File: config.mk
export PLATFORM = sky130hd
export DESIGN_NAME = frontend
export DESIGN_NICKNAME = d
export VERILOG_FILES = /design/src/hw/fe_pkg.sv /design/src/hw/bpu.sv /design/src/hw/frontend.sv /design/src/hw/icache.sv /design/src/hw/ifu.sv
export SDC_FILE = /design/constraint.sdc
export NUM_CORES = 2
export LEC_CHECK = 0
export BUFFER_PORTS_ARGS = -buffer_cell sky130_fd_sc_hd__buf_2
export CORE_UTILIZATION = 38
export CTS_CLUSTER_DIAMETER = 30
export DETAILED_ROUTE_END_ITERATION = 10
export GPL_TIMING_DRIVEN = 0
export PLACE_DENSITY = 0.6
export SETUP_SLACK_MARGIN = 0.05
export SYNTH_ARGS = -nofsm -noshare
export SYNTH_HDL_FRONTEND = slang
export SYNTH_SLANG_ARGS = --single-unit
File: constraint.sdc
create_clock -name clk_i -period 15.64 [get_ports clk_i]
set_clock_uncertainty 0.05 [all_clocks]
set_input_delay 0 -clock clk_i [delete_from_list [all_inputs] [get_ports clk_i]]
set_output_delay 0 -clock clk_i [all_outputs]
set_load 0.01 [all_outputs]
File: src/hw/fe_pkg.sv
// Front end widths, cache and predictor geometry, state enums and shared structs
package fe_pkg;

  // ==========================================================
  // Widths and geometry
  // ==========================================================
  localparam int PLEN        = 32;
  localparam int ILEN        = 32;
  localparam int FETCH_WIDTH = 2;
  localparam int SLOT_W      = $clog2(FETCH_WIDTH);
  localparam int GROUP_W     = FETCH_WIDTH * ILEN;

  localparam int LINE_BITS   = 128;
  localparam int IC_SETS     = 16;
  localparam int IC_INDEX_W  = 4;
  localparam int IC_OFFSET_W = $clog2(LINE_BITS / 8);
  localparam int IC_TAG_W    = PLEN - IC_INDEX_W - IC_OFFSET_W;

  localparam int BTB_ENTRIES = 16;
  localparam int BTB_INDEX_W = $clog2(BTB_ENTRIES);
  // Entry index sits just above the word offset
  localparam int BTB_TAG_W   = PLEN - BTB_INDEX_W - 2;

  localparam int EPOCH_W     = 3;

  localparam logic [PLEN-1:0] RESET_PC = 32'h0000_0000;

  // ==========================================================
  // State encodings
  // ==========================================================
  typedef enum logic [1:0] {
    IDLE,
    LOOKUP,
    WAIT_RSP,
    HOLD
  } fetch_state_e;

  typedef enum logic [1:0] {
    READY,
    MISS_REQ,
    REFILL
  } ic_state_e;

  // ==========================================================
  // Shared structs
  // ==========================================================
  // Resolved branch from the backend
  typedef struct packed {
    logic            valid;
    logic [PLEN-1:0] pc;
    logic            is_cond;
    logic            taken;
    logic [PLEN-1:0] target;
  } bpu_update_t;

  typedef struct packed {
    logic              hit;
    logic [SLOT_W-1:0] slot;
    logic [PLEN-1:0]   target;
  } bpu_pred_t;

  // Group handed to the instruction buffer
  typedef struct packed {
    logic [PLEN-1:0]                  pc;
    logic [FETCH_WIDTH-1:0][ILEN-1:0] instr;
    logic [FETCH_WIDTH-1:0]           slot_valid;
    logic [FETCH_WIDTH-1:0][PLEN-1:0] pred_npc;
    logic [EPOCH_W-1:0]               epoch;
  } fetch_group_t;

endpackage

File: src/hw/bpu.sv
// Direct-mapped branch target buffer with 2-bit counters, group lookup and training
`timescale 1ns/1ps

module bpu (
  input  logic                  clk_i,
  input  logic                  rst_n_i,
  input  logic [fe_pkg::PLEN-1:0] lookup_pc_i,
  output fe_pkg::bpu_pred_t     pred_o,
  input  fe_pkg::bpu_update_t   update_i
);
  import fe_pkg::*;

  logic [BTB_ENTRIES-1:0] valid_q;
  logic [BTB_ENTRIES-1:0] cond_q;
  logic [BTB_TAG_W-1:0]   tag_q    [BTB_ENTRIES];
  logic [PLEN-1:0]        target_q [BTB_ENTRIES];
  logic [1:0]             ctr_q    [BTB_ENTRIES];

  logic [BTB_INDEX_W-1:0] upd_index;
  logic                   upd_hit;
  logic [1:0]             upd_ctr;

  // ==========================================================
  // Lookup over both slots of the group
  // ==========================================================
  always_comb begin
    logic [PLEN-1:0]        slot_pc;
    logic [BTB_INDEX_W-1:0] idx;
    logic                   taken;
    pred_o = '0;
    for (int s = 0; s < FETCH_WIDTH; s++) begin
      slot_pc = {lookup_pc_i[PLEN-1:3], 3'b000} + PLEN'(4 * s);
      idx     = slot_pc[2 +: BTB_INDEX_W];
      // Slots below the entry slot are never predicted
      taken   = (s >= int'(lookup_pc_i[2])) && valid_q[idx] &&
                (tag_q[idx] == slot_pc[PLEN-1 -: BTB_TAG_W]) &&
                (!cond_q[idx] || ctr_q[idx][1]);
      if (taken && !pred_o.hit) begin
        pred_o.hit    = 1'b1;
        pred_o.slot   = SLOT_W'(s);
        pred_o.target = target_q[idx];
      end
    end
  end

  // ==========================================================
  // Training
  // ==========================================================
  assign upd_index = update_i.pc[2 +: BTB_INDEX_W];
  assign upd_hit   = valid_q[upd_index] &&
                     (tag_q[upd_index] == update_i.pc[PLEN-1 -: BTB_TAG_W]);

  // New entries start weakly biased toward the outcome
  always_comb begin
    upd_ctr = update_i.taken ? 2'd2 : 2'd1;
    if (upd_hit) begin
      upd_ctr = ctr_q[upd_index];
      if (update_i.taken && ctr_q[upd_index] != 2'd3) begin
        upd_ctr = ctr_q[upd_index] + 2'd1;
      end else if (!update_i.taken && ctr_q[upd_index] != 2'd0) begin
        upd_ctr = ctr_q[upd_index] - 2'd1;
      end
    end
  end

  always_ff @(posedge clk_i or negedge rst_n_i) begin
    if (!rst_n_i) begin
      valid_q <= '0;
    end else if (update_i.valid) begin
      valid_q[upd_index] <= 1'b1;
    end
  end

  always_ff @(posedge clk_i) begin
    if (update_i.valid) begin
      tag_q[upd_index]    <= update_i.pc[PLEN-1 -: BTB_TAG_W];
      target_q[upd_index] <= update_i.target;
      cond_q[upd_index]   <= update_i.is_cond;
      ctr_q[upd_index]    <= upd_ctr;
    end
  end

endmodule

File: src/hw/frontend.sv
// Front end top with fetch unit, branch predictor and instruction cache
`timescale 1ns/1ps

module frontend (
  input  logic                           clk_i,
  input  logic                           rst_n_i,

  // Backend instruction buffer
  output logic                           ibuffer_valid_o,
  input  logic                           ibuffer_ready_i,
  output fe_pkg::fetch_group_t           ibuffer_group_o,

  // Flush, redirect and predictor training
  input  logic                           flush_i,
  input  logic [fe_pkg::PLEN-1:0]        redirect_pc_i,
  input  fe_pkg::bpu_update_t            bpu_update_i,

  // Memory miss and refill
  output logic                           miss_req_valid_o,
  input  logic                           miss_req_ready_i,
  output logic [fe_pkg::PLEN-1:0]        miss_req_paddr_o,
  output logic [fe_pkg::IC_INDEX_W-1:0]  miss_req_index_o,
  input  logic                           refill_valid_i,
  output logic                           refill_ready_o,
  input  logic [fe_pkg::PLEN-1:0]        refill_paddr_i,
  input  logic [fe_pkg::LINE_BITS-1:0]   refill_data_i
);
  import fe_pkg::*;

  logic [PLEN-1:0]                  lookup_pc;
  bpu_pred_t                        bpu_pred;
  logic                             ic_req_valid;
  logic [PLEN-1:0]                  ic_req_addr;
  logic                             ic_flush;
  logic                             ic_rsp_valid;
  logic [FETCH_WIDTH-1:0][ILEN-1:0] ic_rsp_data;

  ifu i_ifu (
    .clk_i           (clk_i),
    .rst_n_i         (rst_n_i),
    .flush_i         (flush_i),
    .redirect_pc_i   (redirect_pc_i),
    .lookup_pc_o     (lookup_pc),
    .pred_i          (bpu_pred),
    .ic_req_valid_o  (ic_req_valid),
    .ic_req_addr_o   (ic_req_addr),
    .ic_flush_o      (ic_flush),
    .ic_rsp_valid_i  (ic_rsp_valid),
    .ic_rsp_data_i   (ic_rsp_data),
    .ibuffer_valid_o (ibuffer_valid_o),
    .ibuffer_ready_i (ibuffer_ready_i),
    .ibuffer_group_o (ibuffer_group_o)
  );

  bpu i_bpu (
    .clk_i       (clk_i),
    .rst_n_i     (rst_n_i),
    .lookup_pc_i (lookup_pc),
    .pred_o      (bpu_pred),
    .update_i    (bpu_update_i)
  );

  icache i_icache (
    .clk_i            (clk_i),
    .rst_n_i          (rst_n_i),
    .req_valid_i      (ic_req_valid),
    .req_addr_i       (ic_req_addr),
    .flush_i          (ic_flush),
    .rsp_valid_o      (ic_rsp_valid),
    .rsp_data_o       (ic_rsp_data),
    .miss_req_valid_o (miss_req_valid_o),
    .miss_req_ready_i (miss_req_ready_i),
    .miss_req_paddr_o (miss_req_paddr_o),
    .miss_req_index_o (miss_req_index_o),
    .refill_valid_i   (refill_valid_i),
    .refill_ready_o   (refill_ready_o),
    .refill_paddr_i   (refill_paddr_i),
    .refill_data_i    (refill_data_i)
  );

endmodule

File: src/hw/icache.sv
// Direct-mapped instruction cache with hit path, miss request and line refill
`timescale 1ns/1ps

module icache (
  input  logic                                          clk_i,
  input  logic                                          rst_n_i,
  input  logic                                          req_valid_i,
  input  logic [fe_pkg::PLEN-1:0]                       req_addr_i,
  input  logic                                          flush_i,
  output logic                                          rsp_valid_o,
  output logic [fe_pkg::FETCH_WIDTH-1:0][fe_pkg::ILEN-1:0] rsp_data_o,
  output logic                                          miss_req_valid_o,
  input  logic                                          miss_req_ready_i,
  output logic [fe_pkg::PLEN-1:0]                       miss_req_paddr_o,
  output logic [fe_pkg::IC_INDEX_W-1:0]                 miss_req_index_o,
  input  logic                                          refill_valid_i,
  output logic                                          refill_ready_o,
  input  logic [fe_pkg::PLEN-1:0]                       refill_paddr_i,
  input  logic [fe_pkg::LINE_BITS-1:0]                  refill_data_i
);
  import fe_pkg::*;

  logic [IC_SETS-1:0]   valid_q;
  logic [IC_TAG_W-1:0]  tag_q  [IC_SETS];
  logic [LINE_BITS-1:0] line_q [IC_SETS];

  ic_state_e                        state_q;
  logic [PLEN-1:0]                  miss_addr_q;
  logic                             drop_q;
  logic                             pend_q;
  logic [PLEN-1:0]                  pend_addr_q;
  logic                             rsp_valid_q;
  logic [FETCH_WIDTH-1:0][ILEN-1:0] rsp_data_q;

  logic                  lk_valid;
  logic [PLEN-1:0]       lk_addr;
  logic [IC_INDEX_W-1:0] lk_index;
  logic                  lk_hit;
  logic                  busy_req;
  logic                  refill_fire;
  logic [IC_INDEX_W-1:0] refill_index;

  // Address bit 3 picks the half line
  function automatic logic [GROUP_W-1:0] half_sel(input logic [LINE_BITS-1:0] line,
                                                  input logic upper);
    return upper ? line[GROUP_W +: GROUP_W] : line[0 +: GROUP_W];
  endfunction

  // A request that arrives during a refill waits in pend_q
  assign lk_addr      = pend_q ? pend_addr_q : req_addr_i;
  assign lk_valid     = (state_q == READY) && (pend_q || req_valid_i) && !flush_i;
  assign lk_index     = lk_addr[IC_OFFSET_W +: IC_INDEX_W];
  assign lk_hit       = valid_q[lk_index] && (tag_q[lk_index] == lk_addr[PLEN-1 -: IC_TAG_W]);
  assign busy_req     = req_valid_i && (state_q != READY);
  assign refill_fire  = (state_q == REFILL) && refill_valid_i;
  assign refill_index = refill_paddr_i[IC_OFFSET_W +: IC_INDEX_W];

  assign miss_req_valid_o = (state_q == MISS_REQ);
  assign miss_req_paddr_o = {miss_addr_q[PLEN-1:IC_OFFSET_W], {IC_OFFSET_W{1'b0}}};
  assign miss_req_index_o = miss_addr_q[IC_OFFSET_W +: IC_INDEX_W];
  assign refill_ready_o   = (state_q == REFILL);
  assign rsp_valid_o      = rsp_valid_q;
  assign rsp_data_o       = rsp_data_q;

  // ==========================================================
  // Control
  // ==========================================================
  always_ff @(posedge clk_i or negedge rst_n_i) begin
    if (!rst_n_i) begin
      state_q     <= READY;
      valid_q     <= '0;
      drop_q      <= 1'b0;
      pend_q      <= 1'b0;
      rsp_valid_q <= 1'b0;
    end else begin
      rsp_valid_q <= 1'b0;
      case (state_q)
        READY: begin
          if (lk_valid) begin
            pend_q <= 1'b0;
            if (lk_hit) begin
              rsp_valid_q <= 1'b1;
            end else begin
              state_q <= MISS_REQ;
              drop_q  <= 1'b0;
            end
          end
        end
        MISS_REQ: begin
          if (miss_req_ready_i) begin
            state_q <= REFILL;
          end
        end
        REFILL: begin
          if (refill_valid_i) begin
            state_q                <= READY;
            valid_q[refill_index]  <= 1'b1;
            rsp_valid_q            <= !drop_q && !flush_i;
          end
        end
        default: state_q <= READY;
      endcase

      // Flush kills the response but the line still lands in the array
      if (flush_i) begin
        pend_q <= 1'b0;
        if (state_q != READY) begin
          drop_q <= 1'b1;
        end
      end else if (busy_req) begin
        pend_q <= 1'b1;
      end
    end
  end

  // ==========================================================
  // Array and payload
  // ==========================================================
  always_ff @(posedge clk_i) begin
    if (refill_fire) begin
      tag_q[refill_index]  <= refill_paddr_i[PLEN-1 -: IC_TAG_W];
      line_q[refill_index] <= refill_data_i;
      rsp_data_q           <= half_sel(refill_data_i, miss_addr_q[3]);
    end else if (lk_valid) begin
      miss_addr_q <= lk_addr;
      rsp_data_q  <= half_sel(line_q[lk_index], lk_addr[3]);
    end
    if (busy_req) begin
      pend_addr_q <= req_addr_i;
    end
  end

endmodule

File: src/hw/ifu.sv
// Fetch unit with PC sequencing, epoch tracking, cache request control and output group
`timescale 1ns/1ps

module ifu (
  input  logic                                          clk_i,
  input  logic                                          rst_n_i,
  input  logic                                          flush_i,
  input  logic [fe_pkg::PLEN-1:0]                       redirect_pc_i,
  output logic [fe_pkg::PLEN-1:0]                       lookup_pc_o,
  input  fe_pkg::bpu_pred_t                             pred_i,
  output logic                                          ic_req_valid_o,
  output logic [fe_pkg::PLEN-1:0]                       ic_req_addr_o,
  output logic                                          ic_flush_o,
  input  logic                                          ic_rsp_valid_i,
  input  logic [fe_pkg::FETCH_WIDTH-1:0][fe_pkg::ILEN-1:0] ic_rsp_data_i,
  output logic                                          ibuffer_valid_o,
  input  logic                                          ibuffer_ready_i,
  output fe_pkg::fetch_group_t                          ibuffer_group_o
);
  import fe_pkg::*;

  fetch_state_e       state_q;
  fetch_state_e       state_d;
  logic [PLEN-1:0]    fetch_pc_q;
  logic [EPOCH_W-1:0] epoch_q;
  fetch_group_t       group_q;

  logic [PLEN-1:0]                  group_pc;
  logic [PLEN-1:0]                  next_pc;
  logic [FETCH_WIDTH-1:0]           slot_valid;
  logic [FETCH_WIDTH-1:0][PLEN-1:0] pred_npc;

  // fetch_pc_q keeps bit 2 so a mid-group target marks its entry slot
  assign group_pc = {fetch_pc_q[PLEN-1:3], 3'b000};
  assign next_pc  = pred_i.hit ? pred_i.target : group_pc + PLEN'(4 * FETCH_WIDTH);

  assign lookup_pc_o     = fetch_pc_q;
  assign ic_req_addr_o   = group_pc;
  assign ic_req_valid_o  = (state_q == LOOKUP) && !flush_i;
  assign ic_flush_o      = flush_i;
  assign ibuffer_valid_o = (state_q == HOLD);
  assign ibuffer_group_o = group_q;

  // Slots run from the entry slot through the predicted slot
  always_comb begin
    for (int s = 0; s < FETCH_WIDTH; s++) begin
      slot_valid[s] = (s >= int'(fetch_pc_q[2])) &&
                      (!pred_i.hit || s <= int'(pred_i.slot));
      if (pred_i.hit && int'(pred_i.slot) == s) begin
        pred_npc[s] = pred_i.target;
      end else begin
        pred_npc[s] = group_pc + PLEN'(4 * (s + 1));
      end
    end
  end

  // ==========================================================
  // Fetch FSM
  // ==========================================================
  always_comb begin
    state_d = state_q;
    if (flush_i) begin
      state_d = LOOKUP;
    end else begin
      case (state_q)
        IDLE:     state_d = LOOKUP;
        LOOKUP:   state_d = WAIT_RSP;
        WAIT_RSP: begin
          if (ic_rsp_valid_i) begin
            state_d = HOLD;
          end
        end
        HOLD: begin
          if (ibuffer_ready_i) begin
            state_d = LOOKUP;
          end
        end
      endcase
    end
  end

  always_ff @(posedge clk_i or negedge rst_n_i) begin
    if (!rst_n_i) begin
      state_q    <= LOOKUP;
      fetch_pc_q <= RESET_PC;
      epoch_q    <= '0;
    end else begin
      state_q <= state_d;
      if (flush_i) begin
        fetch_pc_q <= {redirect_pc_i[PLEN-1:2], 2'b00};
        epoch_q    <= epoch_q + EPOCH_W'(1);
      end else if (state_q == LOOKUP) begin
        fetch_pc_q <= next_pc;
      end
    end
  end

  // ==========================================================
  // Output group register
  // ==========================================================
  // Prediction fields load at issue, words on the cache response
  always_ff @(posedge clk_i) begin
    if (state_q == LOOKUP) begin
      group_q.pc         <= group_pc;
      group_q.slot_valid <= slot_valid;
      group_q.pred_npc   <= pred_npc;
      group_q.epoch      <= epoch_q;
    end
    if (state_q == WAIT_RSP && ic_rsp_valid_i) begin
      group_q.instr <= ic_rsp_data_i;
    end
  end

endmodule
==> out/metrics.yaml <==
cts_tree: "built"
drt-wirelength-per-cell_um: 29.2
synth.cell_area_sq_mm: 0.154
syn_to_final_growth_pct: 30.0
drt.antenna.violating_nets: 0
power_density_mw_per_mm2: 196
synth-async-reset-ratio: 0.0191
nets: 12900
finalHoldViolCount: 0
postSynthCellCount: 10600
drive_above_1_share: 0.198
start_util: 0.382
hold_path_class: "in -> reg"
period_needed_ps: 8530
overflow: 0
drt-total-wl_mm: 548
clk_latency_ps: 1080
drv_slew: 35
grt_max_degree: 61
portBuffers: 449
fmax_mhz: 117
htreeDepth: 6
max_slew_margin: -0.113
synth-seq-cells: 3764
clk_path_buf_depth: 4
post_cts_buffers: 0
leakage_nw: 69.9
io_pins: 469
num_vias: 107000
required_ps: 16260
fp.dieH_um: 638
row_count: 233
remaining_drc_errors: 0
drv_cap: 6
ff2ff_setup_slack_ps: 7110
dp_hpwl_mm: 373
cpPeakStageDelay_ps: 1160
criticalPathCategory: "reg -> reg"
critical-path-slowest-cell: "clkbuf_1"
die_area_sq_mm: 0.407
setup_viol: 0
yosysUniqueCellTypes: 85
syn_avg_cell_area_sq_um: 14.5
path_common_cell: "clkbuf_1"
grt_pass1_wl_mm: 767
grt.total_usage: 0.262
numClockSinks: 3764
cts-root-buf: "clkbuf_16"
postLayoutCoreUtil: 0.496
place.gp.congestion: 0.944
die_w_um: 638
yosys_warnings: 0
fin_tns_setup_ps: 0
status: "complete, but fails checks"
drt-initial-drc-count: 14900
worstMarginPinSlew_ps: 1670
arrival_ps: 9160
cp-start-kind: "register"
grt_setup_unrepaired: "false"
antenna_found_initial: 89
violations: "max-capacitance violations, max-slew violations"
vdd_drop_max_mv: 0.131
ys.flop_type: "edfxtp_1"
via_per_inst: 5.71
grt_pass1_vias: 104000
synth_edf_count: 3692
endpoint_kind: "register"
core_area_sq_mm: 0.403
clkSlewWorstSetupHoldPaths_ps: 60
numCtsBuffers: 756
cp_cell_sequence: "buf_4, buf_6, buf_4, mux2i_1, buf_2, clkbuf_1, clkbuf_1, clkbuf_1, clkbuf_1, nand2_1, nand3_1, nand3_1, nand3_1, a311oi_1, a21oi_1"
dr.pass1.iters: 7
ys_seq_area_frac: 0.733
cp_max_fo: 10
fin_crit_sh: 0.546
[worst max-delay path, delay by kind of cell, from the launching register on]
family / cells / cell delay [ps]
buffers and inverters: 8 / 4680
DFF: 1 / 670
and+or+nand+nor: 4 / 580
AOI/OAI and AO/OA: 2 / 1170
muxes: 1 / 930
[cell usage in the layout (no fill, tap or decap), drive strengths merged, types with 140 or more instances in the layout]
cell         Yosys  final
a21oi          186    186
a311oi         260    260
and3           140    140
buf            250    957
clkbuf         508   1347
clkinv           4    346
dlygate4sd3      0    605
edfxtp        3692   3692
mux2i          231    231
mux4           379    379
nand2         2364   2364
nand3         1352   1352
nor2           203    203
[cells in the mapped netlist, types with 20 or more instances]
master,number,area [sq um]
a21oi_1,186,931
a22oi_1,20,150
a311oi_1,260,2280
a31oi_1,29,181
and3_1,140,876
buf_1,77,289
buf_2,104,521
buf_4,61,458
clkbuf_1,508,1910
dfrtp_1,71,1780
edfxtp_1,3692,111000
inv_1,50,188
mux2_2,22,248
mux2i_1,230,2300
mux4_2,379,8540
nand2_1,2363,8870
nand2b_1,21,131
nand3_1,1352,6770
nand4_1,34,213
nor2_1,202,758
nor3_1,107,536
o211ai_1,66,495
o21ai_0,120,601
o22ai_1,32,200
or2_2,35,219
xnor2_1,107,937
xor2_1,23,201
[logic make-up (layout without fill, tap and decap cells)]
group                    Yosys count  after routing  share of synthesized area
flip-flops                      3764           3764                      0.733
AO/OA/AOI/OAI                    870            870                     0.0400
other                              1             58                  0.0000244
AND/OR/NAND/NOR                 4341           4341                      0.124
XOR/XNOR                         130            130                    0.00741
buffers and inverters            815           3540                     0.0226
adder cells (fa/ha/maj)            8              8                   0.000652
multiplexers                     632            632                     0.0723
[final timing paths]
kind | from | endpoint | depth (start not counted)
worst max-delay path | i_ifu.lookup_pc_o[5] | i_icache.rsp_data_o[39] | 15
worst min-delay path | refill_data_i[112] | i_icache.rsp_data_o[48] | 4
min in group asynchronous | rst_n_i | i_ifu.epoch_q[2] | 5
worst min register to register | i_icache.rsp_data_o[34] | i_ifu.ibuffer_group_o[103] | 0
worst max register to register | i_ifu.lookup_pc_o[5] | i_icache.rsp_data_o[39] | 15
max in group asynchronous | rst_n_i | i_bpu.valid_q[2] | 6
[state kept, by name, indices dropped and copies added, names as in the netlist, 30 cells and up]
signal / flops
i_icache.tag_q: 384
i_bpu.target_q: 512
i_bpu.ctr_q: 32
i_icache.line_q: 2048
i_ifu.lookup_pc_o: 30
i_icache.rsp_data_o: 64
i_bpu.tag_q: 416
i_ifu.ibuffer_group_o: 162
[power by group]
part           internal [mW]  total (mW)  switching, mW
Combinational           3.11        10.8           7.73
Clock                   10.6        16.3           5.69
Sequential              11.7        11.9          0.217
Total                   25.5        39.1           13.6
[through the flow]
step | area [sq um] | hold WS (ps) | std cells | setup WS (ps) | power (mW)
finish | 200000 | 55.8 | 18700 | 7110 | 39.1
floorplan | 154000 | -346 | 10600 | 3060 | 17.8
global route | 200000 | 30.1 | 18700 | 7420 | 40.1
global placement | 163000 | 185 | 16400 | -9620 | 22.3
detailed placement | 167000 | -70.9 | 16700 | 7560 | 22.5
CTS | 200000 | 4.32 | 18700 | 7530 | 38.9
[final cells by class]
| class | count | area (sq um) |
|---|---|---|
| multi-input cells | 5988 | 37800 |
| clock inverters | 574 | 6870 |
| repair buffers | 1312 | 12700 |
| well taps | 5405 | 6760 |
| diodes | 51 | 128 |
| inverters | 57 | 214 |
| plain buffers | 758 | 3300 |
| flip-flops and latches | 3764 | 113000 |
| fillers | 33600 | 203000 |
| clock buffers | 839 | 19400 |
[repair_timing]
item | in CTS | in global routing
hold buffers | 606 | 0
endpoints found under the hold margin | 4805 | 0
resized for setup | 0 | 0
[per-layer routing]
metal	track usage	up-vias	share of wire
li1	-	44600	-
met1	0.339	53800	0.37
met2	0.407	7197	0.46
met3	0.0620	1437	0.11
met4	0.149	44	0.063
met5	0	-	0.00054
Note: power is estimated with default switching activity, not from simulation.
